[config.mk]
export PLATFORM = sky130hd
export DESIGN_NAME = fp_mul_unit
export DESIGN_NICKNAME = d
export VERILOG_FILES = /design/src/hdl/fp_mul_pkg.sv /design/src/hdl/fp_mul_core.sv /design/src/hdl/fp_mul_unit.sv /design/src/hdl/fp_operand_unpack.sv /design/src/hdl/fp_round_pack.sv /design/src/hdl/mantissa_multiplier.sv
export SDC_FILE = /design/constraint.sdc
export NUM_CORES = 2
export LEC_CHECK = 0
export BUFFER_PORTS_ARGS = -buffer_cell sky130_fd_sc_hd__buf_2
export CAP_MARGIN = 20
export CORE_UTILIZATION = 35
export CTS_BUF_LIST = sky130_fd_sc_hd__clkbuf_2
export DETAILED_ROUTE_END_ITERATION = 10
export GPL_TIMING_DRIVEN = 0
export PLACE_DENSITY = 0.5
export SLEW_MARGIN = 20
export SYNTH_ARGS = -nofsm -noshare
export SYNTH_HDL_FRONTEND = slang
export SYNTH_SLANG_ARGS = --single-unit
export TNS_END_PERCENT = 20
[constraint.sdc]
create_clock -name clk -period 6.3 [get_ports clk]
set_input_delay 1.26 -clock clk [delete_from_list [all_inputs] [get_ports clk]]
set_output_delay 1.26 -clock clk [all_outputs]
set_load 0.1 [all_outputs]
[src/hdl/fp_mul_pkg.sv]
package fp_mul_pkg;

    ////////////////////
    // format

    localparam int expo_width = 8;
    localparam int frac_width = 23;
    localparam int flen = 32;
    localparam int bias = 127;

    // default quiet nan with positive sign
    localparam logic [flen-1:0] canonical_nan = 32'h7fc0_0000;

    // rounding modes in risc-v encoding
    localparam logic [2:0] rm_rne = 3'd0;
    localparam logic [2:0] rm_rtz = 3'd1;
    localparam logic [2:0] rm_rdn = 3'd2;
    localparam logic [2:0] rm_rup = 3'd3;

    // special result codes carried down the pipe
    localparam logic [1:0] special_none = 2'd0;
    localparam logic [1:0] special_inf = 2'd1;
    localparam logic [1:0] special_nan = 2'd2;
    localparam logic [1:0] special_zero = 2'd3;

    ////////////////////
    // types

    typedef logic [2:0] id_t;

    // one word, seen as raw bits or as ieee fields
    typedef union packed {
        logic [flen-1:0] raw;
        struct packed {
            logic sign;
            logic [expo_width-1:0] expo;
            logic [frac_width-1:0] frac;
        } fields;
    } fp_word_t;

    typedef struct packed {
        logic is_zero;
        logic is_inf;
        logic is_qnan;
        logic is_snan;
    } operand_class_t;

    typedef struct packed {
        fp_word_t rs1;
        fp_word_t rs2;
        logic [2:0] rm;
        id_t id;
    } fp_mul_request_t;

    // mant includes the hidden bit
    typedef struct packed {
        logic rs1_sign;
        logic [expo_width-1:0] rs1_expo;
        logic [frac_width:0] rs1_mant;
        operand_class_t rs1_class;
        logic rs2_sign;
        logic [expo_width-1:0] rs2_expo;
        logic [frac_width:0] rs2_mant;
        operand_class_t rs2_class;
        logic [2:0] rm;
        id_t id;
    } unpacked_operands_t;

    // prod is {safe, hidden, fraction}
    typedef struct packed {
        logic sign;
        logic signed [expo_width+1:0] expo_sum;
        logic [frac_width+1:0] prod;
        logic [2:0] grs;
        logic [1:0] special;
        logic invalid;
        logic [2:0] rm;
        id_t id;
    } mul_stage_t;

    typedef struct packed {
        logic invalid;
        logic overflow;
        logic underflow;
        logic inexact;
    } fflags_t;

    typedef struct packed {
        logic [flen-1:0] rd;
        fflags_t flags;
        id_t id;
    } fp_mul_result_t;

endpackage

[src/hdl/fp_mul_core.sv]
`timescale 1ns/1ps

module fp_mul_core
    import fp_mul_pkg::*;
(
    input logic clk,
    input logic rst_n,
    input unpacked_operands_t operands,
    input logic new_request,
    input logic advance_out,
    output logic ready,
    output mul_stage_t stage3,
    output logic stage3_valid
);

    logic advance1;
    logic advance2;
    logic advance3;
    logic valid1;
    logic valid2;

    logic rs1_nan;
    logic rs2_nan;
    logic rs1_inf;
    logic rs2_inf;
    logic rs1_zero;
    logic rs2_zero;

    mul_stage_t decode;
    mul_stage_t stage1;
    mul_stage_t stage2;
    mul_stage_t stage3_next;

    logic [2*frac_width+1:0] product;
    logic [frac_width-1:0] residual;

    ////////////////////
    // stall chain

    assign advance3 = ~stage3_valid | advance_out;
    assign advance2 = ~valid2 | advance3;
    assign advance1 = ~valid1 | advance2;
    assign ready = advance1;

    ////////////////////
    // stage 1 decode

    always_comb begin
        rs1_nan = operands.rs1_class.is_qnan | operands.rs1_class.is_snan;
        rs2_nan = operands.rs2_class.is_qnan | operands.rs2_class.is_snan;
        rs1_inf = operands.rs1_class.is_inf;
        rs2_inf = operands.rs2_class.is_inf;
        rs1_zero = operands.rs1_class.is_zero;
        rs2_zero = operands.rs2_class.is_zero;

        decode = '0;
        decode.sign = operands.rs1_sign ^ operands.rs2_sign;
        // biased sum may go negative or past 255
        decode.expo_sum = {2'b00, operands.rs1_expo} + {2'b00, operands.rs2_expo}
                          - (expo_width+2)'(bias);

        // 0 * inf or any signaling nan
        decode.invalid = (rs1_zero & rs2_inf) | (rs1_inf & rs2_zero)
                         | operands.rs1_class.is_snan | operands.rs2_class.is_snan;

        if (decode.invalid | rs1_nan | rs2_nan) begin
            decode.special = special_nan;
        end else if (rs1_inf | rs2_inf) begin
            decode.special = special_inf;
        end else if (rs1_zero | rs2_zero) begin
            decode.special = special_zero;
        end else begin
            decode.special = special_none;
        end

        decode.rm = operands.rm;
        decode.id = operands.id;
    end

    // mantissa product lands alongside stage 2
    mantissa_multiplier mantissa_mul (
        .clk(clk),
        .rst_n(rst_n),
        .advance1(advance1),
        .advance2(advance2),
        .a(operands.rs1_mant),
        .b(operands.rs2_mant),
        .product(product)
    );

    ////////////////////
    // stage 3 product split

    assign residual = product[frac_width-1:0];

    always_comb begin
        stage3_next = stage2;
        stage3_next.prod = product[2*frac_width+1:frac_width];
        // guard, round, then everything below folded into sticky
        stage3_next.grs = {residual[frac_width-1], residual[frac_width-2],
                           |residual[frac_width-3:0]};
    end

    // valid bits
    always_ff @(posedge clk) begin
        if (!rst_n) begin
            valid1 <= 1'b0;
            valid2 <= 1'b0;
            stage3_valid <= 1'b0;
        end else begin
            if (advance1) begin
                valid1 <= new_request;
            end
            if (advance2) begin
                valid2 <= valid1;
            end
            if (advance3) begin
                stage3_valid <= valid2;
            end
        end
    end

    // payload
    always_ff @(posedge clk) begin
        if (advance1) begin
            stage1 <= decode;
        end
        if (advance2) begin
            stage2 <= stage1;
        end
        if (advance3) begin
            stage3 <= stage3_next;
        end
    end

endmodule

[src/hdl/fp_mul_unit.sv]
`timescale 1ns/1ps

module fp_mul_unit
    import fp_mul_pkg::*;
(
    input logic clk,
    input logic rst_n,
    input fp_mul_request_t request,
    input logic new_request,
    output logic ready,
    output fp_mul_result_t result,
    output logic done,
    input logic ack
);

    unpacked_operands_t operands;
    mul_stage_t stage3;
    logic stage3_valid;
    logic advance;

    // field split and classification
    fp_operand_unpack unpack (
        .request(request),
        .operands(operands)
    );

    // three multiply stages
    fp_mul_core core (
        .clk(clk),
        .rst_n(rst_n),
        .operands(operands),
        .new_request(new_request),
        .advance_out(advance),
        .ready(ready),
        .stage3(stage3),
        .stage3_valid(stage3_valid)
    );

    // normalize, round, writeback register
    fp_round_pack round_pack (
        .clk(clk),
        .rst_n(rst_n),
        .stage3(stage3),
        .stage3_valid(stage3_valid),
        .ack(ack),
        .advance(advance),
        .result(result),
        .done(done)
    );

endmodule

[src/hdl/fp_operand_unpack.sv]
`timescale 1ns/1ps

module fp_operand_unpack
    import fp_mul_pkg::*;
(
    input fp_mul_request_t request,
    output unpacked_operands_t operands
);

    // zero exponent counts as zero, so subnormals flush here
    function automatic operand_class_t classify(fp_word_t w);
        logic expo_max;
        logic frac_zero;
        operand_class_t c;
        expo_max = &w.fields.expo;
        frac_zero = ~|w.fields.frac;
        c.is_zero = ~|w.fields.expo;
        c.is_inf = expo_max & frac_zero;
        // top fraction bit splits quiet from signaling
        c.is_qnan = expo_max & ~frac_zero & w.fields.frac[frac_width-1];
        c.is_snan = expo_max & ~frac_zero & ~w.fields.frac[frac_width-1];
        return c;
    endfunction

    fp_word_t rs1;
    fp_word_t rs2;

    assign rs1 = request.rs1;
    assign rs2 = request.rs2;

    ////////////////////
    // rs1

    always_comb begin
        operands.rs1_sign = rs1.fields.sign;
        operands.rs1_expo = rs1.fields.expo;
        // hidden bit only for nonzero exponent
        operands.rs1_mant = {|rs1.fields.expo, rs1.fields.frac};
        operands.rs1_class = classify(rs1);
    end

    ////////////////////
    // rs2

    always_comb begin
        operands.rs2_sign = rs2.fields.sign;
        operands.rs2_expo = rs2.fields.expo;
        operands.rs2_mant = {|rs2.fields.expo, rs2.fields.frac};
        operands.rs2_class = classify(rs2);
    end

    // tag and mode pass straight through
    assign operands.rm = request.rm;
    assign operands.id = request.id;

endmodule

[src/hdl/fp_round_pack.sv]
`timescale 1ns/1ps

module fp_round_pack
    import fp_mul_pkg::*;
(
    input logic clk,
    input logic rst_n,
    input mul_stage_t stage3,
    input logic stage3_valid,
    input logic ack,
    output logic advance,
    output fp_mul_result_t result,
    output logic done
);

    logic [frac_width:0] mant_norm;
    logic signed [expo_width+1:0] expo_norm;
    logic guard;
    logic round_bit;
    logic sticky;
    logic inexact;
    logic rne_up;
    logic round_up;
    logic [frac_width+1:0] mant_rounded;
    logic [frac_width-1:0] frac_final;
    logic signed [expo_width+1:0] expo_final;
    logic overflow_to_inf;
    fp_word_t word;
    fp_mul_result_t result_next;

    // output register empty or being taken
    assign advance = ~done | ack;

    ////////////////////
    // normalize

    always_comb begin
        if (stage3.prod[frac_width+1]) begin
            // safe bit set so shift right by one
            mant_norm = stage3.prod[frac_width+1:1];
            guard = stage3.prod[0];
            round_bit = stage3.grs[2];
            sticky = |stage3.grs[1:0];
            expo_norm = stage3.expo_sum + 10'sd1;
        end else begin
            mant_norm = stage3.prod[frac_width:0];
            guard = stage3.grs[2];
            round_bit = stage3.grs[1];
            sticky = stage3.grs[0];
            expo_norm = stage3.expo_sum;
        end
    end

    ////////////////////
    // round

    always_comb begin
        inexact = guard | round_bit | sticky;
        rne_up = guard & (round_bit | sticky | mant_norm[0]);
        case (stage3.rm)
            rm_rne: round_up = rne_up;
            rm_rtz: round_up = 1'b0;
            rm_rdn: round_up = stage3.sign & inexact;
            rm_rup: round_up = ~stage3.sign & inexact;
            default: round_up = rne_up;
        endcase

        mant_rounded = {1'b0, mant_norm} + (frac_width+2)'(round_up);
        if (mant_rounded[frac_width+1]) begin
            // carry out makes the mantissa 1.000
            frac_final = mant_rounded[frac_width:1];
            expo_final = expo_norm + 10'sd1;
        end else begin
            frac_final = mant_rounded[frac_width-1:0];
            expo_final = expo_norm;
        end

        // overflow direction per mode
        case (stage3.rm)
            rm_rtz: overflow_to_inf = 1'b0;
            rm_rdn: overflow_to_inf = stage3.sign;
            rm_rup: overflow_to_inf = ~stage3.sign;
            default: overflow_to_inf = 1'b1;
        endcase
    end

    ////////////////////
    // pack

    always_comb begin
        word = '0;
        word.fields.sign = stage3.sign;
        result_next.flags = '0;
        result_next.flags.invalid = stage3.invalid;
        result_next.id = stage3.id;

        case (stage3.special)
            special_none: begin
                if (expo_final >= 10'sd255) begin
                    result_next.flags.overflow = 1'b1;
                    result_next.flags.inexact = 1'b1;
                    if (overflow_to_inf) begin
                        word.fields.expo = '1;
                    end else begin
                        // largest finite
                        word.fields.expo = 8'hfe;
                        word.fields.frac = '1;
                    end
                end else if (expo_final <= 10'sd0) begin
                    // flush to signed zero
                    result_next.flags.underflow = 1'b1;
                    result_next.flags.inexact = 1'b1;
                end else begin
                    word.fields.expo = expo_final[expo_width-1:0];
                    word.fields.frac = frac_final;
                    result_next.flags.inexact = inexact;
                end
            end
            special_inf: word.fields.expo = '1;
            special_nan: word.raw = canonical_nan;
            default: word.fields.expo = '0;
        endcase

        result_next.rd = word.raw;
    end

    always_ff @(posedge clk) begin
        if (!rst_n) begin
            done <= 1'b0;
        end else if (advance) begin
            done <= stage3_valid;
        end
    end

    // result register holds while done and no ack
    always_ff @(posedge clk) begin
        if (advance) begin
            result <= result_next;
        end
    end

endmodule

[src/hdl/mantissa_multiplier.sv]
`timescale 1ns/1ps

module mantissa_multiplier (
    input logic clk,
    input logic rst_n,
    input logic advance1,
    input logic advance2,
    input logic [23:0] a,
    input logic [23:0] b,
    output logic [47:0] product
);

    logic [23:0] a_q;
    logic [23:0] b_q;

    // stage 1 operand registers
    always_ff @(posedge clk) begin
        if (!rst_n) begin
            a_q <= '0;
            b_q <= '0;
        end else if (advance1) begin
            a_q <= a;
            b_q <= b;
        end
    end

    // stage 2 full 48 bit product
    always_ff @(posedge clk) begin
        if (!rst_n) begin
            product <= '0;
        end else if (advance2) begin
            product <= a_q * b_q;
        end
    end

endmodule

# After elaboration in Yosys (flattened, before gate mapping)
# Index checks and enable logic that the tools add are counted.
# W data, S select, Z words.
[word_totals]
elab_cells = 122
in_bits = 74
mem_count = 0
rom_bits = 0
regBits = 227
out_inout_bits = 41
mem_bits_rw = 0
latchBits = 0
[op_classes]
div_mod_pow = 0
mul = 1
mux = 21
magnitude_cmp = 2
eq_ne = 5
add_sub_neg = 5
bitwise = 39
reduce_logical = 15
n_shift = 0
[ops]
columns = ["op", "n"]
rows = [
  ["$mux W31", 2],
  ["$mul A24 B24 Y48", 1],
  ["$mux W23", 2],
  ["$pmux W23 S2", 1],
  ["$reduce_or A23 Y1", 2],
  ["$add A24 B1 Y25", 1],
  ["$mux W24", 1],
  ["$reduce_or A21 Y1", 1],
  ["$add A10 B2 Y10 const B", 2],
  ["$mux W10", 2],
  ["$or A1 B1 Y1", 17],
  ["$pmux W8 S2", 1],
  ["$reduce_and A8 Y1", 2],
  ["$reduce_or A8 Y1", 2],
  ["$and A1 B1 Y1", 13],
  ["$ge A10 B9 Y1 const B", 1],
  ["$le A10 B1 Y1 const B", 1],
  ["$sub A10 B7 Y10 const B", 1],
  ["$add A8 B8 Y9", 1],
  ["$mux W1", 8],
  ["$not A1 Y1", 8],
  ["$eq A3 B2 Y1 const B", 2],
  ["$pmux W1 S3", 2],
  ["$reduce_or A2 Y1", 3],
  ["7 further kinds", 11],
]

# Longest topological paths before layout
[depth]
word_depth = 12
depth_mapped = 28
depth_no_buf = 25

# By module
# From an unflattened synthesis, not the netlist that was laid out.
[hier_totals]
hier_cells = 3196
hier_area_um2 = 30012.5
[by_module_without_submodules]
columns = ["mod", "instances", "seq_area_each_um2", "area_each_um2", "cells_per_inst"]
rows = [
  ["mantissa_multiplier", 1, 1921.8, 22457.8, 2520],
  ["fp_round_pack", 1, 1191.1, 3550.9, 401],
  ["fp_mul_core", 1, 2702.6, 3258.1, 167],
  ["fp_operand_unpack", 1, 0.0, 745.7, 108],
]

# Worst setup path before layout
# No wires, ideal clock.
[synth_path]
kind = "flip-flop to flip-flop"
from = "reg core.mantissa_mul.b_q[3]"
to = "reg core.mantissa_mul.product[44]"
synth_period_minus_slack_ns = 6.880
slack_ns = -0.580
path_stages_with_launch = 29
arrival_ns = 6.759
required_time_ns = 6.178
n_path_buf = 3
setup_time_ns = 0.122
path_cell_list = "dfxtp_1 > clkbuf_1 > clkbuf_1 > nand2_1 > fa_1 > inv_1 > fa_1 > inv_1 > fa_1 > inv_1 > fa_1 > inv_1 > fa_1 > inv_1 > fa_1 > inv_1 > fa_1 > inv_1 > ha_1 > clkbuf_1 > nand4_1 > a21oi_1 > nand3_1 > o21a_1 > o41a_1 > o211a_1 > o21ai_0 > a31o_2 > nand3_1"
[synth_between]
elab_chain_len = 1
[synth_lines]
columns = ["item", "line", "source"]
rows = [
  ["start, declared", "mantissa_multiplier.sv:14", "logic [23:0] b_q;"],
  ["start signal, assigned", "mantissa_multiplier.sv:20", "b_q <= '0;"],
  ["start signal, assigned", "mantissa_multiplier.sv:23", "b_q <= b;"],
  ["$mul A24 B24 Y48", "mantissa_multiplier.sv:32", "product <= a_q * b_q;"],
  ["end signal, assigned", "mantissa_multiplier.sv:32", ""],
  ["end, declared", "mantissa_multiplier.sv:10", "output logic [47:0] product"],
]
# Every way passes these cells.
# A chain may end at the register's enable or synchronous reset.

# Worst setup path after layout
[layout_path]
from = "reg core.mantissa_mul.b_q[17]"
to = "reg core.mantissa_mul.product[41]"
# The elaborated chain is that of the path after synthesis.

==> results.toml <==
[logic_synthesis]
seq_area_frac_synth = 0.198
synth_warnings = 0
postSynthAreaPerCell_um2 = 9.19
yosys_most_used_dff = "edfxtp_1"
ys_async_sr_fraction = 0
yosys.cell_count.top_type = "inv_1"
synth-edff-count = 127
synth_cell_types = 76
synth_seq_cells = 227
synth.top_cell.area_share = 0.330
syn_area_um2 = 29300
synthesis.nets = 3938
synth_area_leaders = "fa_1 (33%), edfxtp_1 (13%), ha_1 (8.1%)"
syn_inst = 3191
yosys.area.top_type = "fa_1"
synth_commonest_cells = "inv_1 (575), nand2_1 (496), fa_1 (483), and2_1 (310), ha_1 (190)"

[clock_network]
clockRootBuffer = "clkbuf_2"
clk_latency_ns = 1.04
cts_htree_levels = 3
cts_buffer_depth = 3
clkTransAtPathRegs_ns = 0.10
cts_tree = "built"
cts_buffers = 66
clkSinkCount = 227

[cells_and_area]
fin_nets = 4228
final_cell_area_um2 = 34700
area_growth_pct = 18.3
final_layout_size_suffix_gt1_frac = 0.181
fillCellCount = 8381
postLayoutCoreUtil = 0.421

[timing]
finalSetupTns_ns = -11.18
fmax_ghz = 0.145
maxSlewHeadroom = 0.228
finalClockSkew_ns = 0.205
final-hold-violation-count = 0
timing.final.ws_setup_ns = -0.595
timing.final.crit_share = 1.09
maxSlewViolCount = 0
tightest_slew_ns = 1.15
period_minus_slack_ns = 6.90
finalSetupViolCount = 31
rsz0062_at_grt = "yes"

[route]
drt-pass1-iter-count = 5
num_vias = 23000
wl_per_cell_um = 22.0
dr.first_iter.drc_count = 1644
routed_wl_um = 101000
ant_nets = 0
drcViolationCount = 0
vias_per_cell = 5.00

[status]
status = "finished, violations left"
failed_checks = "negative setup slack"

[min_path]
hold_class = "flip-flop to flip-flop"
holdPathStages = 0
min-delay-start = "core.stage1[3]$_DFFE_PP_"

[floorplanning]
num_rows = 105
core_area_um2 = 82500
ios = 115
die_w_um = 292
dieArea_um2 = 85000
start_util = 0.356
die_y_um = 292

[global_routing]
grt_pass1_vias = 23900
grt_util_met2 = 0.377
grt.busiest_layer = "met2"
use_met3 = 0.0583
grt_util_met1 = 0.324
grt_max_degree = 32
grt_use_total = 0.240
gr-total-overflow = 0
antenna_found_initial = 6
grt_pass1_wl_um = 151000

[power]
clockPowerShare = 0.115
p_sw_uw = 5130
internal-power_uw = 5120
ir_drop_mv = 0.272
swShare = 0.501
p_per_area_nw_per_um2 = 295
leakage_uw = 0.0163
combPwrFrac = 0.673
finalPower_uw = 10300
seq_power_share = 0.212

[setup_path]
worst_path_most_repeated_cell = "fa_1"
cp.arrival_ns = 7.74
reg2reg_from = "core.mantissa_mul.b_q[17]$_SDFFE_PN0P_"
critPathMaxFanout = 10
start_kind = "flip-flop"
crit_start = "core.mantissa_mul.b_q[17]$_SDFFE_PN0P_"
cp.required_ns = 7.15
cpPeakStageDelay_ns = 0.57
critPathSlowestCell = "fa_1"
crit_type = "flip-flop to flip-flop"
crit_path_end_kind = "flip-flop"
reg2regPathDepth = 26

[placed_design]
globalplace.congestion = 0.965
place_ws_ns = -1.79
postPlaceCellArea_um2 = 31500
numPortBuffers = 113
dpl.hpwl_um = 81700

[flow_run]
drv_cap = 0
==> per-layer routing <==
layer / part of all wire / vias up
li1: - / 10600
met1: 0.43 / 11500
met2: 0.45 / 785
met3: 0.086 / 146
met4: 0.034 / 2
met5: 0.00020 / -
==> area by class of cell <==
cell class / instances / area [um2] / area share
Clock inverter: 23 / 158 / 0.00454
Multi-Input combinational cell: 2217 / 21200 / 0.610
Sequential cell: 227 / 5980 / 0.172
Tap cell: 1070 / 1340 / 0.0386
Antenna cell: 1 / 2.50 / 0.0000721
Timing Repair Buffer: 226 / 1560 / 0.0449
Buffer: 166 / 1870 / 0.0538
Clock buffer: 94 / 470 / 0.0136
Inverter: 577 / 2170 / 0.0624
==> placed cells by master (no fill, tap or decap), types with 75 or more instances in the layout <==
cell type	Yosys	final
edfxtp_1	127	127
ha_1	190	175
nand2_1	496	488
inv_1	575	562
clkbuf_2	2	105
buf_4	5	104
and2_1	310	305
buf_2	3	116
a21oi_1	135	124
fa_1	483	463
nor2_1	78	75
==> flip-flops by register name, indices dropped and copies added, names as in the netlist, 20 cells and up <==
register                   count
core.stage2                   20
core.mantissa_mul.product     48
core.stage1                   20
core.mantissa_mul.b_q         24
round_pack.result             39
core.mantissa_mul.a_q         24
core.stage3                   48
==> per-stage QoR <==
| stage | cells | hold WS [ns] |
|---|---|---|
| 6_report | 4601 | 0.370 |
| 5_1_grt | 4601 | 0.317 |
| 4_1_cts | 4557 | 0.323 |
| 3_5_place_dp | 4378 | 0.405 |
| 3_3_place_gp | 4374 | 0.401 |
| 2_1_floorplan | 3191 | 0.400 |
==> final timing paths <==
kind	endpoint	slack, ns
setup reg to reg	core.mantissa_mul.product[41]$_SDFFE_PN0P_	-0.60
hold reg to reg	core.stage2[3]$_DFFE_PP_	0.37
setup / recovery	core.mantissa_mul.product[41]$_SDFFE_PN0P_	-0.60
hold / removal	core.stage2[3]$_DFFE_PP_	0.37
==> critical path, delay by kind of cell (launching register included) <==
kind                     cells  cell delay [ns]
adder cells (fa/ha/maj)      8             3.83
AO/OA/AOI/OAI                8             1.29
buffers and inverters        8             0.86
flip-flops                   1             0.43
XOR/XNOR                     1             0.22
AND/OR/NAND/NOR              1             0.09
==> what timing repair did <==
item | 4_1_cts | 5_1_grt
setup buffers | 64 | 41
gates cloned | 1 | 3
pin swaps | 47 | 65
resized for setup | 386 | 89
hold buffers | 0 | 0
endpoints found under the setup margin | 36 | 35
==> power by group through the flow <==
stage / logic, uW / registers, uW / clock network [uW]
floorplan: 3520 / 2850 / 0
global placement: 5770 / 2220 / 0
detailed placement: 5770 / 2230 / 0
CTS: 6410 / 2180 / 1220
global route: 7520 / 2220 / 1310
finish: 6900 / 2180 / 1180
==> logic make-up (layout without fill, tap and decap cells) <==
kind of cell	after synthesis	count (layout)	share of synthesized area
fa+ha+maj	673	673	0.411
flops	227	227	0.198
compound gates	357	357	0.0793
buf+inv	747	1086	0.0972
simple gates	1070	1070	0.179
xor+xnor	99	99	0.0296
other cells	0	1	0
mux	18	18	0.00631
(Power assumes the default switching activity.)
